===== src/design/gb_bus_defines.svh =====
`ifndef GB_BUS_DEFINES_SVH
`define GB_BUS_DEFINES_SVH

// ############################################################
// Reset sequencing
// ############################################################

// Cycles after reset release before the bus may be used.
`define GB_RESET_TICKS 16

// ############################################################
// Bank controller and pin widths
// ############################################################

`define GB_RAM_ENABLE_KEY 4'hA // Low nibble that unlocks cart RAM.

`define GB_CPU_ADR_W 16
`define GB_EXT_ADR_W 21 // Flat external address.

`endif


===== src/design/gb_addr_pkg.sv =====
package gb_addr_pkg;

	// ############################################################
	// Address widths
	// ############################################################

	// Address as seen by the CPU.
	typedef logic [15:0] cpu_adr_t;

	// Flat external memory address, 2 MiB reach.
	typedef logic [20:0] ext_adr_t;

	// ############################################################
	// Bank registers
	// ############################################################

	// Low ROM bank, selects a 16 KiB window.
	typedef logic [4:0] rom_bank_t;

	typedef logic [1:0] hi_bank_t; // Upper ROM bits or RAM bank.

endpackage


===== src/design/gb_bus_pkg.sv =====
package gb_bus_pkg;

	// ############################################################
	// Bus payload
	// ############################################################

	typedef logic [7:0] bus_data_t; // One data byte.

	// ############################################################
	// Memory map
	// ############################################################

	// Regions of the console memory map.
	typedef enum logic [1:0] {
		REG_CROM = 2'd0, // Cartridge ROM and bank registers.
		REG_INT  = 2'd1, // VRAM, OAM, I/O, HRAM.
		REG_CRAM = 2'd2, // Cartridge RAM.
		REG_WRAM = 2'd3  // Work RAM and its echo.
	} region_e;

	// ############################################################
	// Reset sequencer
	// ############################################################

	typedef enum logic [1:0] {
		RS_HOLD  = 2'd0,
		RS_COUNT = 2'd1,
		RS_DONE  = 2'd2
	} rst_state_e;

endpackage


===== src/design/ext_bus_drv.sv =====
`timescale 1ns/1ns

module ext_bus_drv (
	input  logic                  gbclk,
	input  logic                  rst_n,
	input  logic                  bus_ready,
	input  logic                  emu_mbc,
	input  logic                  read,
	input  logic                  write,
	input  gb_bus_pkg::bus_data_t dout,
	input  gb_bus_pkg::region_e   region,
	input  gb_addr_pkg::ext_adr_t mapped_adr,
	input  logic                  sel_crom,
	input  logic                  sel_cram,
	output gb_addr_pkg::ext_adr_t ext_adr,
	output gb_bus_pkg::bus_data_t ext_dout,
	output logic                  ext_oe,
	output logic                  n_read,
	output logic                  n_write,
	output logic                  n_cs_ram,
	output logic                  n_cs_cart,
	output logic                  n_cs_crom,
	output logic                  n_cs_cram
);

	logic wr_q;       // Write seen in the previous cycle.
	logic ext_access; // Region lives on the external bus.
	logic rom_wr;
	logic cart_hit;

	assign ext_access = (region != gb_bus_pkg::REG_INT);
	assign cart_hit   = (region == gb_bus_pkg::REG_CROM) || (region == gb_bus_pkg::REG_CRAM);

	// Emulated MBC swallows ROM writes.
	assign rom_wr = emu_mbc && (region == gb_bus_pkg::REG_CROM);

	// ############################################################
	// Strobes and selects
	// ############################################################

	always_ff @(posedge gbclk) begin
		if (!rst_n) begin
			wr_q      <= 1'b0;
			ext_oe    <= 1'b0;
			n_read    <= 1'b1;
			n_write   <= 1'b1;
			n_cs_ram  <= 1'b1;
			n_cs_cart <= 1'b1;
			n_cs_crom <= 1'b1;
			n_cs_cram <= 1'b1;
		end else begin
			wr_q <= write;
			// Data stays driven one cycle past the write.
			ext_oe    <= bus_ready && (write || wr_q);
			n_read    <= !(bus_ready && read && ext_access);
			n_write   <= !(bus_ready && write && ext_access && !rom_wr);
			n_cs_ram  <= !(bus_ready && (region == gb_bus_pkg::REG_WRAM));
			n_cs_cart <= !(bus_ready && cart_hit);
			n_cs_crom <= !(bus_ready && sel_crom);
			n_cs_cram <= !(bus_ready && sel_cram);
		end
	end

	// ############################################################
	// Address and data
	// ############################################################

	always_ff @(posedge gbclk) begin
		ext_adr  <= mapped_adr;
		ext_dout <= dout;
	end

endmodule


===== src/design/gb_cart_bus.sv =====
`timescale 1ns/1ns

module gb_cart_bus (
	input  logic                  gbclk,
	input  logic                  rst_n,
	input  gb_addr_pkg::cpu_adr_t adr,
	input  gb_bus_pkg::bus_data_t dout,
	input  logic                  read,
	input  logic                  write,
	input  logic                  emu_mbc,   // Emulate the cartridge MBC.
	output gb_addr_pkg::ext_adr_t ext_adr,
	output gb_bus_pkg::bus_data_t ext_dout,
	output logic                  ext_oe,
	output logic                  n_read,
	output logic                  n_write,
	output logic                  n_cs_ram,  // Work RAM.
	output logic                  n_cs_cart, // Cartridge slot.
	output logic                  n_cs_crom, // Cart ROM, emulate mode only.
	output logic                  n_cs_cram, // Cart RAM, emulate mode only.
	output logic                  bus_ready
);

	gb_bus_pkg::region_e   region;
	gb_addr_pkg::ext_adr_t mapped_adr;
	logic                  sel_crom;
	logic                  sel_cram;

	gb_reset_seq seq0 (
		.gbclk     (gbclk),
		.rst_n     (rst_n),
		.bus_ready (bus_ready)
	);

	gb_memmap map0 (
		.adr    (adr),
		.region (region)
	);

	mbc_chip mbc0 (
		.gbclk      (gbclk),
		.rst_n      (rst_n),
		.emu_mbc    (emu_mbc),
		.write      (write),
		.adr        (adr),
		.dout       (dout),
		.region     (region),
		.mapped_adr (mapped_adr),
		.sel_crom   (sel_crom),
		.sel_cram   (sel_cram)
	);

	ext_bus_drv drv0 (
		.gbclk      (gbclk),
		.rst_n      (rst_n),
		.bus_ready  (bus_ready),
		.emu_mbc    (emu_mbc),
		.read       (read),
		.write      (write),
		.dout       (dout),
		.region     (region),
		.mapped_adr (mapped_adr),
		.sel_crom   (sel_crom),
		.sel_cram   (sel_cram),
		.ext_adr    (ext_adr),
		.ext_dout   (ext_dout),
		.ext_oe     (ext_oe),
		.n_read     (n_read),
		.n_write    (n_write),
		.n_cs_ram   (n_cs_ram),
		.n_cs_cart  (n_cs_cart),
		.n_cs_crom  (n_cs_crom),
		.n_cs_cram  (n_cs_cram)
	);

endmodule


===== src/design/gb_memmap.sv =====
`timescale 1ns/1ns

module gb_memmap (
	input  gb_addr_pkg::cpu_adr_t adr,
	output gb_bus_pkg::region_e   region
);

	// ############################################################
	// Region boundaries
	// ############################################################

	localparam gb_addr_pkg::cpu_adr_t VRAM_BASE = 16'h8000; // End of cart ROM.
	localparam gb_addr_pkg::cpu_adr_t CRAM_BASE = 16'hA000;
	localparam gb_addr_pkg::cpu_adr_t WRAM_BASE = 16'hC000;
	localparam gb_addr_pkg::cpu_adr_t OAM_BASE  = 16'hFE00; // Echo ends here.

	// ############################################################
	// Priority decode
	// ############################################################

	// Ranges are tested low to high, first match wins.
	always_comb begin
		if (adr < VRAM_BASE) begin
			region = gb_bus_pkg::REG_CROM;
		end else if (adr < CRAM_BASE) begin
			region = gb_bus_pkg::REG_INT; // VRAM stays on the video side.
		end else if (adr < WRAM_BASE) begin
			region = gb_bus_pkg::REG_CRAM;
		end else if (adr < OAM_BASE) begin
			// E000-FDFF mirrors work RAM.
			region = gb_bus_pkg::REG_WRAM;
		end else begin
			region = gb_bus_pkg::REG_INT; // OAM, I/O, HRAM, IE.
		end
	end

endmodule


===== src/design/gb_reset_seq.sv =====
`timescale 1ns/1ns
`include "gb_bus_defines.svh"

module gb_reset_seq (
	input  logic gbclk,
	input  logic rst_n,
	output logic bus_ready
);

	localparam int TICK_W = $clog2(`GB_RESET_TICKS);

	gb_bus_pkg::rst_state_e state;
	logic [TICK_W-1:0]      ticks;

	// ############################################################
	// Settle counter
	// ############################################################

	// Counting starts on the first edge out of reset, so the
	// last tick lands exactly GB_RESET_TICKS edges later.
	always_ff @(posedge gbclk) begin
		if (!rst_n) begin
			state <= gb_bus_pkg::RS_HOLD;
			ticks <= '0;
		end else begin
			case (state)
				gb_bus_pkg::RS_HOLD: begin
					state <= gb_bus_pkg::RS_COUNT;
					ticks <= '0;
				end
				gb_bus_pkg::RS_COUNT: begin
					if (ticks == TICK_W'(`GB_RESET_TICKS - 1))
						state <= gb_bus_pkg::RS_DONE;
					else
						ticks <= ticks + 1'b1;
				end
				gb_bus_pkg::RS_DONE: begin
					state <= gb_bus_pkg::RS_DONE; // Sticky until next reset.
				end
				default: begin
					state <= gb_bus_pkg::RS_HOLD;
				end
			endcase
		end
	end

	assign bus_ready = (state == gb_bus_pkg::RS_DONE);

endmodule


===== src/design/mbc_chip.sv =====
`timescale 1ns/1ns
`include "gb_bus_defines.svh"

module mbc_chip (
	input  logic                  gbclk,
	input  logic                  rst_n,
	input  logic                  emu_mbc,
	input  logic                  write,
	input  gb_addr_pkg::cpu_adr_t adr,
	input  gb_bus_pkg::bus_data_t dout,
	input  gb_bus_pkg::region_e   region,
	output gb_addr_pkg::ext_adr_t mapped_adr,
	output logic                  sel_crom,
	output logic                  sel_cram
);

	localparam int PAD_W     = `GB_EXT_ADR_W - `GB_CPU_ADR_W;
	localparam int RAM_PAD_W = `GB_EXT_ADR_W - 15; // Above bank and 8 KiB offset.

	gb_addr_pkg::rom_bank_t rom_bank;
	gb_addr_pkg::hi_bank_t  hi_bank;
	gb_addr_pkg::hi_bank_t  mode_bank;
	logic                   mode;
	logic                   ram_en;
	logic                   bank_wr;

	// ############################################################
	// Bank registers
	// ############################################################

	// Writes into the ROM area never reach memory, they land here.
	assign bank_wr = emu_mbc && write && (region == gb_bus_pkg::REG_CROM);

	always_ff @(posedge gbclk) begin
		if (!rst_n) begin
			rom_bank <= gb_addr_pkg::rom_bank_t'(1);
			hi_bank  <= '0;
			mode     <= 1'b0;
			ram_en   <= 1'b0;
		end else if (bank_wr) begin
			case (adr[14:13])
				2'b00: begin
					ram_en <= (dout[3:0] == `GB_RAM_ENABLE_KEY);
				end
				2'b01: begin
					// Bank 0 is not reachable in the upper window.
					if (dout[4:0] == 5'd0)
						rom_bank <= gb_addr_pkg::rom_bank_t'(1);
					else
						rom_bank <= dout[4:0];
				end
				2'b10: begin
					hi_bank <= dout[1:0];
				end
				default: begin
					mode <= dout[0];
				end
			endcase
		end
	end

	// ############################################################
	// Address translation
	// ############################################################

	// Mode 1 lets hi_bank reach the lower ROM window and cart RAM.
	assign mode_bank = mode ? hi_bank : 2'b00;

	always_comb begin
		mapped_adr = {{PAD_W{1'b0}}, adr}; // Pass-through default.
		if (emu_mbc) begin
			if (region == gb_bus_pkg::REG_CROM) begin
				if (adr[14])
					mapped_adr = {hi_bank, rom_bank, adr[13:0]};
				else
					mapped_adr = {mode_bank, 5'd0, adr[13:0]};
			end else if (region == gb_bus_pkg::REG_CRAM) begin
				mapped_adr = {{RAM_PAD_W{1'b0}}, mode_bank, adr[12:0]};
			end
		end
	end

	// ############################################################
	// Cartridge selects
	// ############################################################

	assign sel_crom = emu_mbc && (region == gb_bus_pkg::REG_CROM);
	assign sel_cram = emu_mbc && ram_en && (region == gb_bus_pkg::REG_CRAM);

endmodule


===== config.mk =====
export PLATFORM = sky130hd
export DESIGN_NAME = gb_cart_bus
export DESIGN_NICKNAME = d
export VERILOG_FILES = /design/src/design/gb_addr_pkg.sv /design/src/design/gb_bus_pkg.sv /design/src/design/ext_bus_drv.sv /design/src/design/gb_cart_bus.sv /design/src/design/gb_memmap.sv /design/src/design/gb_reset_seq.sv /design/src/design/mbc_chip.sv
export VERILOG_INCLUDE_DIRS = /design/src /design/src/design
export SDC_FILE = /design/constraint.sdc
export NUM_CORES = 1
export LEC_CHECK = 0
export ABC_CLOCK_PERIOD_IN_PS = 1040
export BUFFER_PORTS_ARGS = -buffer_cell sky130_fd_sc_hd__buf_2
export CAP_MARGIN = 40
export CORE_ASPECT_RATIO = 1.1
export CORE_MARGIN = 2
export CORE_UTILIZATION = 42
export DETAILED_ROUTE_END_ITERATION = 10
export PLACE_DENSITY = 0.84
export SYNTH_ARGS = -nofsm -noshare
export SYNTH_HDL_FRONTEND = slang
export SYNTH_SLANG_ARGS = --single-unit

===== constraint.sdc =====
create_clock -name gbclk -period 1.04 [get_ports gbclk]
set_input_delay 0.052 -clock gbclk [delete_from_list [all_inputs] [get_ports gbclk]]
set_output_delay 0.052 -clock gbclk [all_outputs]
set_load 0.01 [all_outputs]

==> impl_results.md, run 1 <==
* RR Startpoint: seq0.state[0]
* Fillers at 274
* Critical Path Start Type: register
* Max layer used: met4
* Hold Vio Cnt, Final at 0
* R2R Path End: seq0.ticks[3]
* Num CTS Buffers at 5
* Core area at 3930 µm²
* Period utilization at 1.18
* Die H at 70.8 µm
* Num ports at 66
* DR WL/cell at 15.2 µm
* Mapped Cells at 157
* EDFF count, synth at 0
* Pin count of the biggest net entering global routing at 17
* Total GRT Usage at 0.203
* Fraction of layout cells with a size suffix above 1 at 0.441
* Worst Setup End Kind: register
* Flop2flop setup slack at -190 ps
* Clock sinks at 52
* Register area share after synthesis at 0.611
* Dpl cells at 280
* Clk_skew at 8.65 ps
* Antenna diodes at 0
* Final WL at 4.78 mm
* Setup crit start: seq0.state[0]
* Yosys warns at 0
* DRC at 0
* Final Non-Filler Cells at 315
* VDD IR max at 627 µV
* Ys async rst share at 0
* Via count at 1595
* Most used flip-flop cell after synthesis: dfxtp_1
* Antenna-violating nets left at 0
* CP Data Arrival Time at 1420 ps
* Congestion Overflow GR at 0
* Synth Register Bits at 52
* Die X-Extent at 64.7 µm
* Cell Area, Synth at 1700 µm²
* Fmax achieved at 814 MHz
* Initial DRT Pass Iterations at 4
* Max-cap viol count at 0
* Slew HR at 0.797
* Mean area per synthesized cell at 10.8 µm²
* Clock transition at the registers of the reported paths at 100 ps
* Hold crit path type: primary input to register
* Area of the multi-input gates at 697 µm²
* WL met1 at 1.82 mm
* H-tree depth at 2
* Fin util at 0.663
* Most frequent cells in the layout: buf_2 (64), dfxtp_1 (48), nand2_1 (23), dlygate4sd3_1 (23), buf_4 (16)
* Core Rows at 24
* CP Max Fanout at 7
* Clk root buf: clkbuf_8
* I/O Buffers at 65
* PnR worst setup slack at -189 ps
* RSZ-0062 raised after global routing: yes
* Post-detail-place hpwl at 2.66 mm
* Met2 wire length at 2.43 mm
* Critical Path Sink: seq0.ticks[3]
* Clk_lat worst skew at 300 ps
* Clk buf depth at 2
* First-pass GRT wire length at 7.22 mm
* Slew @ Worst Pin at 305 ps
* Status: finished with violations
* Vias in the first global route at 1517
* Final net count at 295
* Tmin final at 1230 ps
* Initial Util at 0.433
* Final setup fails at 7
* Initial antenna violation count at 0
* Initial DRC count at 142
* R2R depth at 5
* Gpl congestion at 0.839
* DP Area at 2180 µm²
* Met3 wire length at 459 µm
* Vias per cell at 5.06
* Worst path required time at 1230 ps
* Failing checks: setup timing
* Hold Slack at 33.8 ps
* Power Density at 1700 nW/µm²
* CTS tree: built
* Slew Limit Fails at 0
* Full die area at 4580 µm²
* Post-Syn Nets at 190
* Design area at 2610 µm²
* Critical path class: register to register
* Leakage at 1.16 nW
* Unique masters post-synth at 34
* Commonest non-fill, non-tap cell in the layout: buf_2
* Layout area overhead at 53.3%
* FF+latch area at 1050 µm²
[where the power goes]
group          switching, W  internal [W]
Combinational      0.000499      0.000576
Sequential        0.0000852       0.00214
Clock              0.000656      0.000470
Total               0.00124       0.00318
[kinds of logic (layout without fill, tap and decap cells)]
group,Yosys count,count (layout),synth area share
AO/OA/AOI/OAI,19,19,0.0742
flip-flops,52,52,0.611
AND/OR/NAND/NOR,65,65,0.219
multiplexers,7,7,0.0411
buffers and inverters,10,116,0.0250
adder cells (fa/ha/maj),4,4,0.0294
[sequential cells by signal, summed over array words and instances (netlist names)]
register and count:
mbc0.rom_bank 5, seq0.ticks 4, drv0.n_read 1, drv0.n_cs_crom 1, seq0.state 2, mbc0.mode 1, drv0.ext_oe 1, mbc0.hi_bank 2
drv0.ext_adr 21, drv0.wr_q 1, mbc0.ram_en 1, drv0.ext_dout 8, drv0.n_write 1, drv0.n_cs_cart 1, drv0.n_cs_ram 1, drv0.n_cs_cram 1
[cell usage after synthesis, types with 3 or more instances]
cell | instances | area, µm²
dfxtp_1 | 52 | 1040
nand2_1 | 24 | 90.1
mux2i_1 | 7 | 70.1
nand3_1 | 7 | 35.0
a21oi_1 | 5 | 25.0
and2_1 | 5 | 31.3
nand4_1 | 5 | 31.3
o21ai_0 | 5 | 25.0
and3_1 | 4 | 25.0
buf_2 | 4 | 20.0
ha_1 | 4 | 50.1
clkbuf_1 | 3 | 11.3
inv_1 | 3 | 11.3
nor2_1 | 3 | 11.3
o21a_1 | 3 | 22.5
[how the worst min path moves through the flow]
| stage | startpoint | end | cells past startpoint |
|---|---|---|---|
| floorplan | adr[0] | drv0.ext_adr[0] | 0 |
| global placement | dout[6] | drv0.ext_dout[6] | 1 |
| detailed placement | adr[8] | drv0.ext_adr[8] | 1 |
| CTS | write | drv0.n_write | 2 |
| global route | adr[14] | drv0.n_cs_ram | 2 |
| finish | dout[3] | mbc0.rom_bank[3] | 3 |
[critical path, cell delays in order (launching register included)]
cell and delay (ps):
dfxtp_4 380, buf_4 120, ha_4 160, nand4_1 180, nor3_2 220, a211oi_2 70
[stage by stage]
step           total power (W)  setup TNS [ps]  worst slack (ps)
4_1_cts                0.00429            -325             -88.4
3_3_place_gp           0.00292            -314             -78.3
6_report               0.00442            -517              -189
3_5_place_dp           0.00295            -760              -147
5_1_grt                0.00462            -880              -202
2_1_floorplan          0.00266           -77.1             -23.3
[cell type report]
type / count / area share
multi-input combinational: 95 / 0.267
clock inverter: 3 / 0.00719
timing repair buffer: 105 / 0.266
clock buffer: 5 / 0.0264
sequential: 52 / 0.403
inverter: 3 / 0.00623
tap: 52 / 0.0249
[layer usage]
layer | up-vias | track usage
li1 | 754 | -
met2 | 103 | 0.356
met3 | 8 | 0.0604
met4 | 0 | 0.0780
met1 | 730 | 0.231
met5 | - | 0
[what timing repair did]
action / 4_1_cts / 5_1_grt
hold buffers: 22 / 1
hold endpoints to repair: 22 / 1
pin swaps: 2 / 1
resized for setup: 21 / 7
setup endpoints to repair: 12 / 11
setup buffers: 1 / 3
No activity file was read; power rests on OpenSTA's default activity.
==> run 2, diff against run 1 <==
Settings changed: SETUP_SLACK_MARGIN from default to 0.3.
==> run 2 against run 1 <==
Compared with the run above:
- the run still ends with setup timing left
- total power grew 21%
- combinational power grew 11%
- count of clock-buffer cells in the layout is the same
- sequential cell count is the same
==> impl_results.md, run 2 (synthesized netlist as in run 1, its figures left out) <==
* Pin count of the biggest net entering global routing at 17 (unchanged)
* Die H at 70.8 µm (unchanged)
* Max-cap viol count at 0 (unchanged)
* Slew HR at 0.704 (was 0.797)
* Commonest non-fill, non-tap cell in the layout: buf_2 (unchanged)
* Slew Limit Fails at 0 (unchanged)
* Leakage at 1.24 nW (was 1.16 nW)
* Clk buf depth at 2 (unchanged)
* Clk_lat worst skew at 320 ps (was 300 ps)
* Die X-Extent at 64.7 µm (unchanged)
* Clock transition at the registers of the reported paths at 100 ps (about the same)
* Full die area at 4580 µm² (unchanged)
* Initial DRT Pass Iterations at 4 (unchanged)
* Crit-path most repeated cell: buf_6
* I/O Buffers at 65 (unchanged)
* Layout area overhead at 70.7% (was 53.3%)
* Setup_tns at -355 ps (was -517 ps)
* Largest registers: drv0.ext_adr x21, drv0.ext_dout x8, mbc0.rom_bank x5 (unchanged)
* Top delay family on crit path: flip-flops (was simple AND/OR/NAND/NOR gates)
* Flop2flop setup slack at -100 ps (was -190 ps)
* Initial Util at 0.433 (unchanged)
* Vias in the first global route at 1699 (was 1517)
* H-tree depth at 2 (unchanged)
* Initial antenna violation count at 0 (unchanged)
* Max incr delay on CP at 380 ps (about the same)
* Congestion Overflow GR at 0 (unchanged)
* Post-detail-place hpwl at 2.69 mm (was 2.66 mm)
* Initial DRC count at 176 (was 142)
* Slowest CP cell: dfxtp_4 (unchanged)
* CP Data Arrival Time at 1110 ps (was 1420 ps)
* Power Density at 1840 nW/µm² (was 1700 nW/µm²)
* RSZ-0062 raised after global routing: yes (unchanged)
* Critical path class: register to output pin (was register to register)
* Num CTS Buffers at 5 (unchanged)
* DRC at 0 (unchanged)
* Fraction of layout cells with a size suffix above 1 at 0.583 (was 0.441)
* Gpl congestion at 0.830 (was 0.839)
* First-pass GRT wire length at 8.96 mm (was 7.22 mm)
* Num ports at 66 (unchanged)
* Worst path required time at 990 ps (was 1230 ps)
* Via count at 1771 (was 1595)
* Antenna-violating nets left at 0 (unchanged)
* Fillers at 213 (was 274)
* Most frequent cells in the layout: buf_2 (44), dfxtp_2 (26), dfxtp_1 (25) (was buf_2 (64), dfxtp_1 (48), nand2_1 (23), dlygate4sd3_1 (23), buf_4 (16))
* Period utilization at 1.12 (was 1.18)
* Clk_skew at 8.25 ps (was 8.65 ps)
* Worst Setup End Kind: output pin (was register)
* Clk root buf: clkbuf_8 (unchanged)
* PnR worst setup slack at -121 ps (was -189 ps)
* Hold Vio Cnt, Final at 0 (unchanged)
* Hold Slack at 1.75 ps (was 33.8 ps)
* VDD IR max at 879 µV (was 627 µV)
* Antenna diodes at 0 (unchanged)
* Status: finished with violations (unchanged)
* Failing checks: setup timing (unchanged)
* CTS tree: built (unchanged)
* CP Max Fanout at 2 (was 7)
* Critical Path Start Type: register (unchanged)
* Vias per cell at 5.69 (was 5.06)
* Slew @ Worst Pin at 441 ps (was 305 ps)
* Final setup fails at 7 (unchanged)
* Final net count at 291 (was 295)
* Core Rows at 24 (unchanged)
* Clock sinks at 52 (unchanged)
* CP cell instances: inv_4, ha_4, buf_6, buf_6 (was buf_4, ha_4, nand4_1, nor3_2, a211oi_2)
* Total GRT Usage at 0.261 (was 0.203)
* Final WL at 7.07 mm (was 4.78 mm)
* Core area at 3930 µm² (unchanged)
* Fmax achieved at 862 MHz (was 814 MHz)
* Tmin final at 1160 ps (was 1230 ps)
* Hold crit path type: primary input to register (unchanged)
* WP buf/inv at 3 (was 1)
* Max reg flops at 21 (unchanged)
* Most flops, register: drv0.ext_adr (unchanged)
* DR WL/cell at 22.7 µm (was 15.2 µm)
run 2: stage by stage:
| step | util | area [µm²] | total power [W] | setup slack (ps) | cells |
|---|---|---|---|---|---|
| after global placement | 0.547 | 2150 | 0.00296 | -6.16 | 274 |
| after CTS | 0.679 | 2670 | 0.00506 | -97.1 | 309 |
| after floorplan | - | 1750 | 0.00271 | -3.61 | 157 |
| final | 0.739 | 2910 | 0.00535 | -121 | 311 |
| after global routing | 0.739 | 2910 | 0.00550 | -137 | 311 |
| after detailed placement | 0.547 | 2150 | 0.00299 | -71.8 | 274 |
run 2: layout make-up:
class / count / area [µm²] / share of cell area
Tap cell: 52 / 65.1 / 0.0224
Clock inverter: 3 / 90.1 / 0.0310
Sequential cell: 52 / 1080 / 0.371
Multi-Input combinational cell: 95 / 803 / 0.276
Clock buffer: 5 / 68.8 / 0.0237
Timing Repair Buffer: 101 / 788 / 0.271
Inverter: 3 / 13.8 / 0.00474
run 2: per-layer routing:
layer	vias up	share of wire	GRT usage
li1	742	-	-
met3	49	0.095	0.0747
met2	143	0.48	0.468
met4	0	0.075	0.147
met5	-	0	0
met1	837	0.34	0.270
run 2: final timing paths:
path / start / end / cells after the start
worst max register to register: seq0.state[0] / seq0.ticks[3] / 5
worst min register to register: drv0.wr_q / drv0.ext_oe / 1
worst min-delay path: adr[15] / drv0.n_cs_ram / 2
worst max-delay path: seq0.state[0] / bus_ready / 4
run 2: repair_timing:
action,CTS,global route
endpoints found under the hold margin,23,0
pin swaps,10,11
hold buffers,23,0
setup endpoints to repair,55,61
resized for setup,28,56
setup buffers,4,2
run 2: power breakdown:
part           total, W  internal [W]  switching (W)
registers       0.00224       0.00214       0.000103
logic           0.00120      0.000604       0.000592
clock network   0.00191       0.00120       0.000705
total           0.00535       0.00395        0.00140
